--- src/include/array_config.svh ---
`ifndef ARRAY_CONFIG_SVH
`define ARRAY_CONFIG_SVH

// Array geometry, shared by packages and RTL

// Entry index width
`define ARRAY_ADDR_W 9

// One RAM half, matches the wrapper split
`define ARRAY_HALF_W 26

// Full word is always two halves
`define ARRAY_WORD_W (2 * `ARRAY_HALF_W)

// Entry count
`define ARRAY_DEPTH 512

`endif
--- src/rtl/array_ctrl_pkg.sv ---
`default_nettype none

`include "array_config.svh"

// Array side of the controller, FSM states and SRAM pins
package array_ctrl_pkg;

  // Request controller states
  typedef enum logic [2:0] {
    ST_INIT    = 3'd0,
    ST_IDLE    = 3'd1,
    ST_ACCESS  = 3'd2,
    ST_CAPTURE = 3'd3,
    ST_ACK     = 3'd4
  } ctrl_state_e;

  // Wrapper pins, enables all active low
  typedef struct packed {
    logic                     cen;
    logic                     gwen;
    // Only bits HALF_W-1 and WORD_W-1 matter to the wrapper
    logic [`ARRAY_WORD_W-1:0] wen;
    logic [`ARRAY_ADDR_W-1:0] addr;
    logic [`ARRAY_WORD_W-1:0] d;
  } sram_port_t;

endpackage

`default_nettype wire

--- src/rtl/array_init.sv ---
`timescale 1ns/1ps
`default_nettype none

`include "array_config.svh"

// Clears the whole array once after reset
module array_init (
  input  wire logic              CLK,
  input  wire logic              arst_n,
  output array_ctrl_pkg::sram_port_t init_port,
  output logic                   init_done
);

  // Final entry of the sweep
  localparam logic [`ARRAY_ADDR_W-1:0] LAST_ADDR = `ARRAY_ADDR_W'(`ARRAY_DEPTH - 1);

  // Sweep position
  logic [`ARRAY_ADDR_W-1:0] addr_cnt;
  // High during the write cycles
  logic                     busy;

  always_ff @(posedge CLK or negedge arst_n) begin
    if (!arst_n) begin
      addr_cnt  <= '0;
      busy      <= 1'b0;
      init_done <= 1'b0;
    end else if (busy) begin
      addr_cnt <= addr_cnt + 1'b1;
      // Last write this cycle, done shows up next cycle
      if (addr_cnt == LAST_ADDR) begin
        busy      <= 1'b0;
        init_done <= 1'b1;
      end
    end else if (!init_done) begin
      // First edge out of reset kicks off the sweep
      busy <= 1'b1;
    end
  end

  // One full-word write of zero per busy cycle
  always_comb begin
    init_port.cen  = ~busy;
    init_port.gwen = ~busy;
    init_port.wen  = busy ? '0 : '1;
    init_port.addr = addr_cnt;
    init_port.d    = '0;
  end

endmodule

`default_nettype wire

--- config.mk ---
export PLATFORM = sky130hd
export DESIGN_NAME = array_init
export DESIGN_NICKNAME = d
export VERILOG_FILES = /design/src/rtl/array_ctrl_pkg.sv /design/src/rtl/array_init.sv
export VERILOG_INCLUDE_DIRS = /design/src /design/src/include
export SDC_FILE = /design/constraint.sdc
export NUM_CORES = 1
export LEC_CHECK = 0
export BUFFER_PORTS_ARGS = -buffer_cell sky130_fd_sc_hd__buf_4
export CELL_PAD_IN_SITES_DETAIL_PLACEMENT = 1
export CELL_PAD_IN_SITES_GLOBAL_PLACEMENT = 2
export CORE_UTILIZATION = 20
export CTS_CLUSTER_SIZE = 10
export DETAILED_ROUTE_END_ITERATION = 6
export HOLD_SLACK_MARGIN = 0.06
export PLACE_DENSITY_LB_ADDON = 0.1
export SYNTH_ARGS = -nofsm -noshare
export SYNTH_HDL_FRONTEND = slang
export SYNTH_SLANG_ARGS = --single-unit
--- constraint.sdc ---
create_clock -name CLK -period 4.5 [get_ports CLK]
set_clock_uncertainty 0.2 [all_clocks]
set_input_delay 0.9 -clock CLK [delete_from_list [all_inputs] [get_ports CLK]]
set_output_delay 0.9 -clock CLK [all_outputs]
set_load 0.01 [all_outputs]
==> metrics.md <==
| Metric | Value |
|---|---|
| Violation count after the first detailed-route iteration | `3` |
| Routed WL | `2035 um` |
| WP data required | `3.40 ns` |
| Post-Route Utilization | `a little over a fifth` |
| Synth top area share | `just over 60%` |
| RSZ-0062 raised after global routing | `false` |
| CTS Buf Count | `3` |
| Wirelength per Cell | `a little under 9 um` |
| Max Cap Viol | `0` |
| GRT Overall Usage | `5.202%` |
| Yosys reg bits | `11` |
| Root buffer cell | `clkbuf_8` |
| Core Area | `~0.0061 sq mm` |
| Sink Count | `11` |
| Remaining DRCs | `0` |
| VDD IR max | `0.0001028 V` |
| Pleak | `0.8030 nW` |
| Synth warn | `0` |
| Critical Path AT | `about 1.5 ns` |
| Sum Neg Setup Slack | `0 ns` |
| Nets@finish | `~160` |
| Synth area leader | `buf_4` |
| Post-CTS Resized | `0` |
| Final HPWL DP | `1649 um` |
| Reg2reg setup slack | `2.75 ns` |
| Fmax | `384.8 MHz` |
| Synthesized area | `0.001284 sq mm` |
| Most common cell after layout, fill and taps aside | `buf_4` |
| Crit Reg-Reg Startpoint | `addr_cnt[0]` |
| Final Hold Fails | `0` |
| Clk Latency, worst-skew pair | `0.24 ns` |
| Crit. End Element | `primary output` |
| Synth Area per Inst | `roughly 9 sq um` |
| Final setup vio count | `0` |
| Post-CTS Setup Bufs | `0` |
| Die extent in y | `between 80 and 90 um` |
| CP startpoint kind | `flop` |
| Hold Buf Count CTS | `0` |
| GP Congestion | `between 0.7 and 0.8` |
| Die Area | `around 0.0067 sq mm` |
| Pwr Density | `169.3 mW/mm^2` |
| Status | `finished clean` |
| Worst setup path startpoint | `busy` |
| ANT cells | `0` |
| Vias in the first global route | `a little under 500` |
| TritonRoute pass-1 iters | `2` |
| RR Endpoint | `addr_cnt[8]` |
| Crit-path max FO | `54` |
| Cells after Synth | `~140` |
| Min-Delay Path Class | `in -> async` |
| First-pass GRT wire length | `around 2700 um` |
| Grt ovf | `0` |
| CTS H-Tree Depth | `1` |
| Largest net degree at the start of global routing | `55` |
| Die Span X | `approximately 80 um` |
| CTS tree | `built` |
| Layout area overhead | `2.047%` |
| Cells on worst reg2reg path | `5` |
| CTS Buffer Depth | `2` |
| Antenna-violating nets left | `0` |
| Clk slew on worst S/H paths | `~0.050 ns` |
| Minimum clock period | `2.599 ns` |
| Fill cells | `around 750` |
| Ranking of synthesized cells by area | `buf_4, dfrtp_1, xnor2_1` |
| Fraction of layout cells with a size suffix above 1 | `46.84%` |
| Top Ports | `roughly 120` |
| Initial antenna violation count | `0` |
| Initial Utilization | `roughly a fifth` |
| Placement row count | `28` |
| Yosys cell types | `18` |
| Crit share post-route | `~58%` |
| Port bufs | `65` |
| Worst Setup Path Type | `reg -> out` |
| Post-synthesis sequential area ratio | `21.44%` |
| Slew Viols, Final | `0` |
| Vias per cell | `2.931` |
| Via count | `just under 700` |
| Most frequent cells in the layout | `buf_4, conb_1, dfrtp_1, xnor2_1` |
cell usage after synthesis:
cell     number
a21o_1        1
xnor2_1       4
xor2_1        3
mux2i_1       1
nand3_1       1
dfrtp_1      11
nand4_1       3
conb_1        1
nand4_4       1
and3_1        1
ha_1          2
mux2_2        2
inv_1         1
buf_6         1
nor2_2        2
nand2_1       2
nor2_1        1
buf_4       105
metrics by stage:
step | hold slack [ns] | instances | setup WS [ns] | instance area (sq um) | power (mW)
6_report | 0.2866 | 233 | 1.901 | 1310 | 0.2218
3_5_place_dp | 0.2859 | 229 | 2.123 | 1265 | 0.1223
2_1_floorplan | 0.3100 | 194 | 1.805 | 1475 | 0.1531
4_1_cts | 0.2929 | 233 | 1.854 | 1310 | 0.2260
5_1_grt | 0.2880 | 233 | 1.733 | 1310 | 0.2363
3_3_place_gp | 0.2777 | 229 | 2.188 | 1265 | 0.1222
how the worst max path moves through the flow:
stage	cells past startpoint	slack [ns]	end
5_1_grt	3	1.73	init_port[111]
2_1_floorplan	3	1.81	init_port[100]
6_report	3	1.90	init_port[76]
3_3_place_gp	3	2.19	init_port[65]
4_1_cts	3	1.85	init_port[79]
3_5_place_dp	3	2.12	init_port[79]
critical path, cell delays in order, from the launching register on:
cell and delay, ns:
dfrtp_1 0.53, inv_1 0.10, buf_4 0.40, buf_4 0.21
state kept, by name, summed over array words and instances, names as in the netlist:
register / cells
init_done: 1
addr_cnt: 9
busy: 1
logic make-up (layout without fill, tap and decap cells):
family	after synthesis	count (layout)	synth area share (%)
mux	3	3	2.534
flops	11	11	21.44
buf+inv	107	71	62.57
compound gates	1	1	0.5850
simple gates	11	11	5.848
xor+xnor	7	7	4.776
fa+ha+maj	2	2	1.949
other cells	1	52	0.2921
cell type report:
class	instances	area [sq um]	share of cell area, %
clock buffer	4	45.04	3.438
sequential	11	275.3	21.01
multi-input combinational	76	396.6	30.28
inverter	1	3.754	0.2865
tap	75	93.84	7.163
timing repair buffer	66	495.5	37.82
power by group:
| part | internal [mW] | switching (mW) | leakage (nW) | total (mW) |
|---|---|---|---|---|
| Combinational | 0.000597 | 0.0220 | 0.642 | 0.0226 |
| Sequential | 0.0991 | 0 | 0.139 | 0.0991 |
| Clock | 0.0623 | 0.0378 | 0.0228 | 0.100 |
| Total | 0.162 | 0.0599 | 0.803 | 0.222 |
routing by layer:
metal | wire (um) | track usage [%]
met5 | 0 | 0
met4 | 8 | 2.105
met3 | 257 | 1.209
met2 | 973 | 7.934
met1 | 795 | 6.997
Power figures use the tool's default switching activity.
