## src/include/array_config.svh

```systemverilog
`ifndef ARRAY_CONFIG_SVH
`define ARRAY_CONFIG_SVH

// Array geometry, shared by packages and RTL

// Entry index width
`define ARRAY_ADDR_W 9

// One RAM half, matches the wrapper split
`define ARRAY_HALF_W 26

// Full word is always two halves
`define ARRAY_WORD_W (2 * `ARRAY_HALF_W)

// Entry count
`define ARRAY_DEPTH 512

`endif
```

## src/rtl/array_ctrl_pkg.sv

```systemverilog
`default_nettype none

`include "array_config.svh"

// Array side of the controller, FSM states and SRAM pins
package array_ctrl_pkg;

  // Request controller states
  typedef enum logic [2:0] {
    ST_INIT    = 3'd0,
    ST_IDLE    = 3'd1,
    ST_ACCESS  = 3'd2,
    ST_CAPTURE = 3'd3,
    ST_ACK     = 3'd4
  } ctrl_state_e;

  // Wrapper pins, enables all active low
  typedef struct packed {
    logic                     cen;
    logic                     gwen;
    // Only bits HALF_W-1 and WORD_W-1 matter to the wrapper
    logic [`ARRAY_WORD_W-1:0] wen;
    logic [`ARRAY_ADDR_W-1:0] addr;
    logic [`ARRAY_WORD_W-1:0] d;
  } sram_port_t;

endpackage

`default_nettype wire

```

## src/rtl/array_bus_pkg.sv

```systemverilog
`default_nettype none

`include "array_config.svh"

// Client side of the array, one requester over req/ack
package array_bus_pkg;

  // Command from the client
  typedef enum logic [0:0] {
    OP_READ  = 1'b0,
    OP_WRITE = 1'b1
  } array_op_e;

  // Held stable by the client while req is high
  typedef struct packed {
    array_op_e                op;
    logic [`ARRAY_ADDR_W-1:0] addr;
    logic [`ARRAY_WORD_W-1:0] wdata;
    // Bit 0 low half, bit 1 high half, 1 writes that half
    logic [1:0]               half_mask;
  } array_req_t;

  // Valid while ack is high
  // For a write this is the word after the merge
  typedef struct packed {
    logic [`ARRAY_WORD_W-1:0] rdata;
  } array_rsp_t;

endpackage

`default_nettype wire

```

## src/rtl/array_req_ctrl.sv

```systemverilog
`timescale 1ns/1ps
`default_nettype none

`include "array_config.svh"

// Owns the SRAM port, serves one client over four-phase req/ack
module array_req_ctrl (
  input  wire logic                       CLK,
  input  wire logic                       arst_n,
  // Client handshake
  input  wire logic                       req,
  input  wire array_bus_pkg::array_req_t  req_data,
  output logic                            ack,
  output array_bus_pkg::array_rsp_t       rsp,
  // Initializer
  input  wire array_ctrl_pkg::sram_port_t init_port,
  input  wire logic                       init_done,
  // Array
  output array_ctrl_pkg::sram_port_t      sram,
  input  wire logic [`ARRAY_WORD_W-1:0]   q
);

  array_ctrl_pkg::ctrl_state_e state;
  array_ctrl_pkg::ctrl_state_e state_nxt;

  // Set while serving a write
  logic is_write;

  // Request fields are stable while req is high, used as they come
  assign is_write = (req_data.op == array_bus_pkg::OP_WRITE);

  // Next state
  always_comb begin
    state_nxt = state;
    case (state)
      array_ctrl_pkg::ST_INIT: begin
        // Client waits until the sweep is over
        if (init_done) begin
          state_nxt = array_ctrl_pkg::ST_IDLE;
        end
      end
      array_ctrl_pkg::ST_IDLE: begin
        if (req) begin
          state_nxt = array_ctrl_pkg::ST_ACCESS;
        end
      end
      array_ctrl_pkg::ST_ACCESS: begin
        // Write needs a second read to see the merged word
        state_nxt = is_write ? array_ctrl_pkg::ST_CAPTURE : array_ctrl_pkg::ST_ACK;
      end
      array_ctrl_pkg::ST_CAPTURE: begin
        state_nxt = array_ctrl_pkg::ST_ACK;
      end
      array_ctrl_pkg::ST_ACK: begin
        // Leave only once ack is up and the client let go
        if (ack && !req) begin
          state_nxt = array_ctrl_pkg::ST_IDLE;
        end
      end
      default: begin
        state_nxt = array_ctrl_pkg::ST_IDLE;
      end
    endcase
  end

  always_ff @(posedge CLK or negedge arst_n) begin
    if (!arst_n) begin
      state <= array_ctrl_pkg::ST_INIT;
    end else begin
      state <= state_nxt;
    end
  end

  // Ack rises one cycle into ST_ACK, with rsp loaded on the same edge
  always_ff @(posedge CLK or negedge arst_n) begin
    if (!arst_n) begin
      ack <= 1'b0;
    end else if (state == array_ctrl_pkg::ST_ACK) begin
      if (!ack) begin
        ack <= 1'b1;
      end else if (!req) begin
        ack <= 1'b0;
      end
    end
  end

  // Wrapper holds its address, so q is still valid here
  always_ff @(posedge CLK) begin
    if (state == array_ctrl_pkg::ST_ACK && !ack) begin
      rsp.rdata <= q;
    end
  end

  // SRAM port mux
  always_comb begin
    // Idle array, chip deselected
    sram.cen  = 1'b1;
    sram.gwen = 1'b1;
    sram.wen  = '1;
    sram.addr = req_data.addr;
    sram.d    = req_data.wdata;
    case (state)
      array_ctrl_pkg::ST_INIT: begin
        sram = init_port;
      end
      array_ctrl_pkg::ST_ACCESS: begin
        sram.cen = 1'b0;
        if (is_write) begin
          sram.gwen = 1'b0;
          // Half mask to active-low half enables
          sram.wen[`ARRAY_HALF_W-1] = ~req_data.half_mask[0];
          sram.wen[`ARRAY_WORD_W-1] = ~req_data.half_mask[1];
        end
      end
      array_ctrl_pkg::ST_CAPTURE: begin
        // Read back the same entry
        sram.cen = 1'b0;
      end
      default: begin
      end
    endcase
  end

endmodule

`default_nettype wire

```

## config.mk

```make
export PLATFORM = sky130hd
export DESIGN_NAME = array_req_ctrl
export DESIGN_NICKNAME = d
export VERILOG_FILES = /design/src/rtl/array_ctrl_pkg.sv /design/src/rtl/array_bus_pkg.sv /design/src/rtl/array_req_ctrl.sv
export VERILOG_INCLUDE_DIRS = /design/src /design/src/include
export SDC_FILE = /design/constraint.sdc
export NUM_CORES = 1
export LEC_CHECK = 0
export BUFFER_PORTS_ARGS = -buffer_cell sky130_fd_sc_hd__buf_2
export CORE_AREA = 4 4 156 158
export DETAILED_ROUTE_END_ITERATION = 7
export DIE_AREA = 0 0 160 162
export MAX_ROUTING_LAYER = met4
export PLACE_DENSITY = 0.48
export SLEW_MARGIN = 40
export SYNTH_ARGS = -nofsm -noshare
export SYNTH_HDL_FRONTEND = slang
export SYNTH_SLANG_ARGS = --single-unit
```

## constraint.sdc

```tcl
create_clock -name CLK -period 3.1 [get_ports CLK]
set_input_delay 0.62 -clock CLK [delete_from_list [all_inputs] [get_ports CLK]]
set_output_delay 0.62 -clock CLK [all_outputs]
set_load 0.05 [all_outputs]
```

==> results summary <==
The run finished with clean final reports. Walking the worst path, the cells encountered are nor3_4, buf_12, mux2_1, buf_2. For this run, the slowest stage of the critical path takes 0.54 ns. Prior to clock tree synthesis, the placed netlist has a worst setup slack of 0.638 ns. Wire segments on met3 add up to approximately 1.8 mm in the final route. The number of hold buffers added after CTS came out at 0. The number of nets in the synthesized netlist is 453. The data arrival time of the critical path is 2.15 ns. The total of flip-flops plus latches after synthesis is 56. The mean area per synthesized cell is roughly 14 um2. The initial cell density of the core came out at between 10% and 20%. The highest-delay cell along the critical path is dfrtp_1. The share of the core filled with cells came out at 23.7%. The number of placement rows came out at 56. The root buffer cell chosen for the clock tree is clkbuf_16. The pin count of the biggest net entering global routing came out at 73. The critical path is of the register to primary output type. The number of top-level pins is 403. The routed length on met1 is 7.16 mm.

The post-placement cell count came out at 898. The largest driver fanout on the critical path is 72. The highest attainable clock frequency is roughly 360 MHz.

The H-tree depth reported by CTS is 2. After synthesis, flip-flops and latches occupy a little under three fifths of the total area. The total via count in the routed design is 3337. The clock-pin slew reported for the worst setup and hold paths after clock tree synthesis is 0.07 ns. Summed over all nets, the half-perimeter wirelength after detailed placement is 15.6 mm. After detailed routing, the met2 layer carries a little over 8 mm of wire. The routed length per instance came out at slightly below 20 um. The total of endpoints with negative setup slack in the final report came out at 0.

Among all flip-flop cells after synthesis, the most frequent one is edfxtp_1. The first-pass detailed-route iteration total is 5. The number of clock buffers inserted by TritonCTS came out at 5. The total power consumption of the routed design came out at 6630 uW. The overflow left after global routing came out at 0. The later pin in the worst-skew pair is clocked with a latency of 0.29 ns. The global-route wire length before repair came out at 23.9 mm. The leakage dissipation came out at 0.00257 uW. The layout overhead on the synthesized area came out at 84.9%. The mapped netlist covers 2960 um2.

The clock sink total came out at 56. The number of enable-type register cells in the synthesized netlist came out at 52. The combined area of the multi-input logic cells is 1190 um2.

Buffers added to address setup during post-CTS repair amount to 0. The warning count from the yosys run came out at 0. STA classifies the critical path startpoint as a register. For the worst setup path, the data required time is about 2.5 ns. In this run the horizontal extent of the chip is 160 um.

Excluding fillers, the count of instances in the completed layout stands at between 900 and 1000. The final-stage net count came out at 850. Global routing used approximately an eighth of the available tracks across all layers. The DRC violation count after routing came out at 0.

The peak supply drop is 501 uV. The core area is 23100 um2. The tightest min-delay check is of the primary input to async pin type.

The smallest clock period supported by the final layout is computed as 2.77 ns. STA classifies the critical path endpoint as a primary output. The count of pins over their slew limit came out at 0. The routability congestion estimate from global placement came out at 0.834. The share of post-route cells with drive strength above 1 is 70.6%. The die outline height came out at 162 um. The least setup slack across all paths after layout is 0.326 ns. The average via count per standard cell came out at 3.68. Adding up every negative setup slack in the final design gives 0 ns. Setup repair after global routing left no endpoint under its margin. The setup skew after layout came out at 0.00623 ns.

The relative slew slack came out at 56.5%. For this block, the initial DRC count from the detailed router was 211. The number of buffers added on ports is 402. The transition time at the pin with the least slew margin is 0.653 ns.

For this run, asynchronously set or reset flops after synthesis account for 7.14%. The filler cells instantiated in the layout total 2562. The period utilization is between 80% and 90%. The count of max-cap constraint violations is 0. The cell area power density is 1210 nW/um2. The register cell area after layout came out at 1660 um2. The number of distinct library cell variants in the gate-level netlist after synthesis is 21. The final-report hold violation count came out at 0. The floorplan step defined a die boundary enclosing 25900 um2. The TritonCTS clock tree is yes. The total wire length is 17.6 mm. The initial antenna violation count came out at 8. The detail route stage leaves a number of antenna-violating nets equal to 0. The clock passes through at most 2 buffers. The number of cells produced by synthesis is 218. After clock tree synthesis, the repair step resized 0 gates.

In this run the top signal layer used is met4. The via count of the first global-routing pass came out at about 3600.
## worst max-delay path, delay by kind of cell, from the launching register on
kind / cells / cell delay [ns]
buf+inv: 2 / 0.55
flops: 1 / 0.54
mux: 1 / 0.39
simple gates: 1 / 0.33
## through the flow
step	instance area [um2]	hold slack [ns]
2_1_floorplan	2960	0.324
3_3_place_gp	5280	0.433
3_5_place_dp	5280	0.430
4_1_cts	5470	0.112
5_1_grt	5470	0.109
6_report	5470	0.121
## kinds of logic (layout without fill, tap and decap cells)
logic type | Yosys count | in the layout | share of synthesized area [%]
AOI/OAI and AO/OA | 13 | 13 | 2.54
buffers and inverters | 16 | 414 | 3.85
DFF | 56 | 56 | 56.2
muxes | 61 | 61 | 23.2
other | 0 | 1 | 0
and+or+nand+nor | 72 | 72 | 14.2
## cell usage after synthesis (all sizes together), types with 2 or more instances
| library cell | n | area, um2 |
|---|---|---|
| nand3 | 2 | 10.0 |
| dfrtp | 4 | 100 |
| buf | 14 | 106 |
| o21ai | 6 | 30.0 |
| a21oi | 3 | 15.0 |
| nand2b | 52 | 325 |
| mux2 | 61 | 687 |
| edfxtp | 52 | 1560 |
| nor2 | 7 | 26.3 |
| nand2 | 8 | 30.0 |
| nor2b | 2 | 12.5 |
## power by group
group	internal (uW)	leakage (uW)	switching [uW]
combinational	1150	0.00196	3740
clock	463	0.0000911	247
sequential	945	0.000520	86.5
## layout by cell type (no fill, tap or decap)
cell type,count
o21ai_0,6
mux2_2,21
nor2_1,6
nor2_4,1
clkbuf_16,5
o21bai_1,1
nand2b_1,52
inv_1,1
bufinv_16,2
edfxtp_1,52
nand3_1,2
nor2b_1,2
diode_2,1
clkbuf_1,1
a31oi_1,1
o211a_1,1
buf_2,402
buf_12,2
nand2_1,8
nor3_4,1
buf_4,1
mux2_1,40
o22ai_1,1
a21oi_1,3
dfrtp_1,4
## routing by layer
metal	vias to the layer above	global-route usage [%]
met2	288	21.2
met5	-	-
met1	1451	15.8
li1	1572	-
met3	26	3.58
met4	0	3.25
## flip-flops by register name, indices dropped and copies added, names as in the netlist
name / flops
rsp: 52
state: 3
ack: 1
## final cells by class
class	instances	share of cell area [%]
Timing Repair Buffer	405	37.7
Sequential cell	56	30.4
Multi-Input combinational cell	146	21.8
Tap cell	290	6.63
Clock buffer	6	2.36
Clock inverter	2	1.10
Inverter	1	0.0686
Antenna cell	1	0.0458
## path summary, 6_finish.rpt
| path | end | cells after the start | slack, ns | startpoint |
|---|---|---|---|---|
| setup reg to reg | rsp[22] | 4 | 1.22 | state[1] |
| setup / recovery | sram[57] | 4 | 0.33 | state[1] |
| max in group asynchronous | ack | 1 | 2.86 | arst_n |
| min in group CLK | rsp[35] | 1 | 0.50 | q[35] |
| hold / removal | state[0] | 1 | 0.12 | arst_n |
| hold reg to reg | ack | 2 | 0.60 | ack |
No activity file was read; power rests on OpenSTA's default activity.
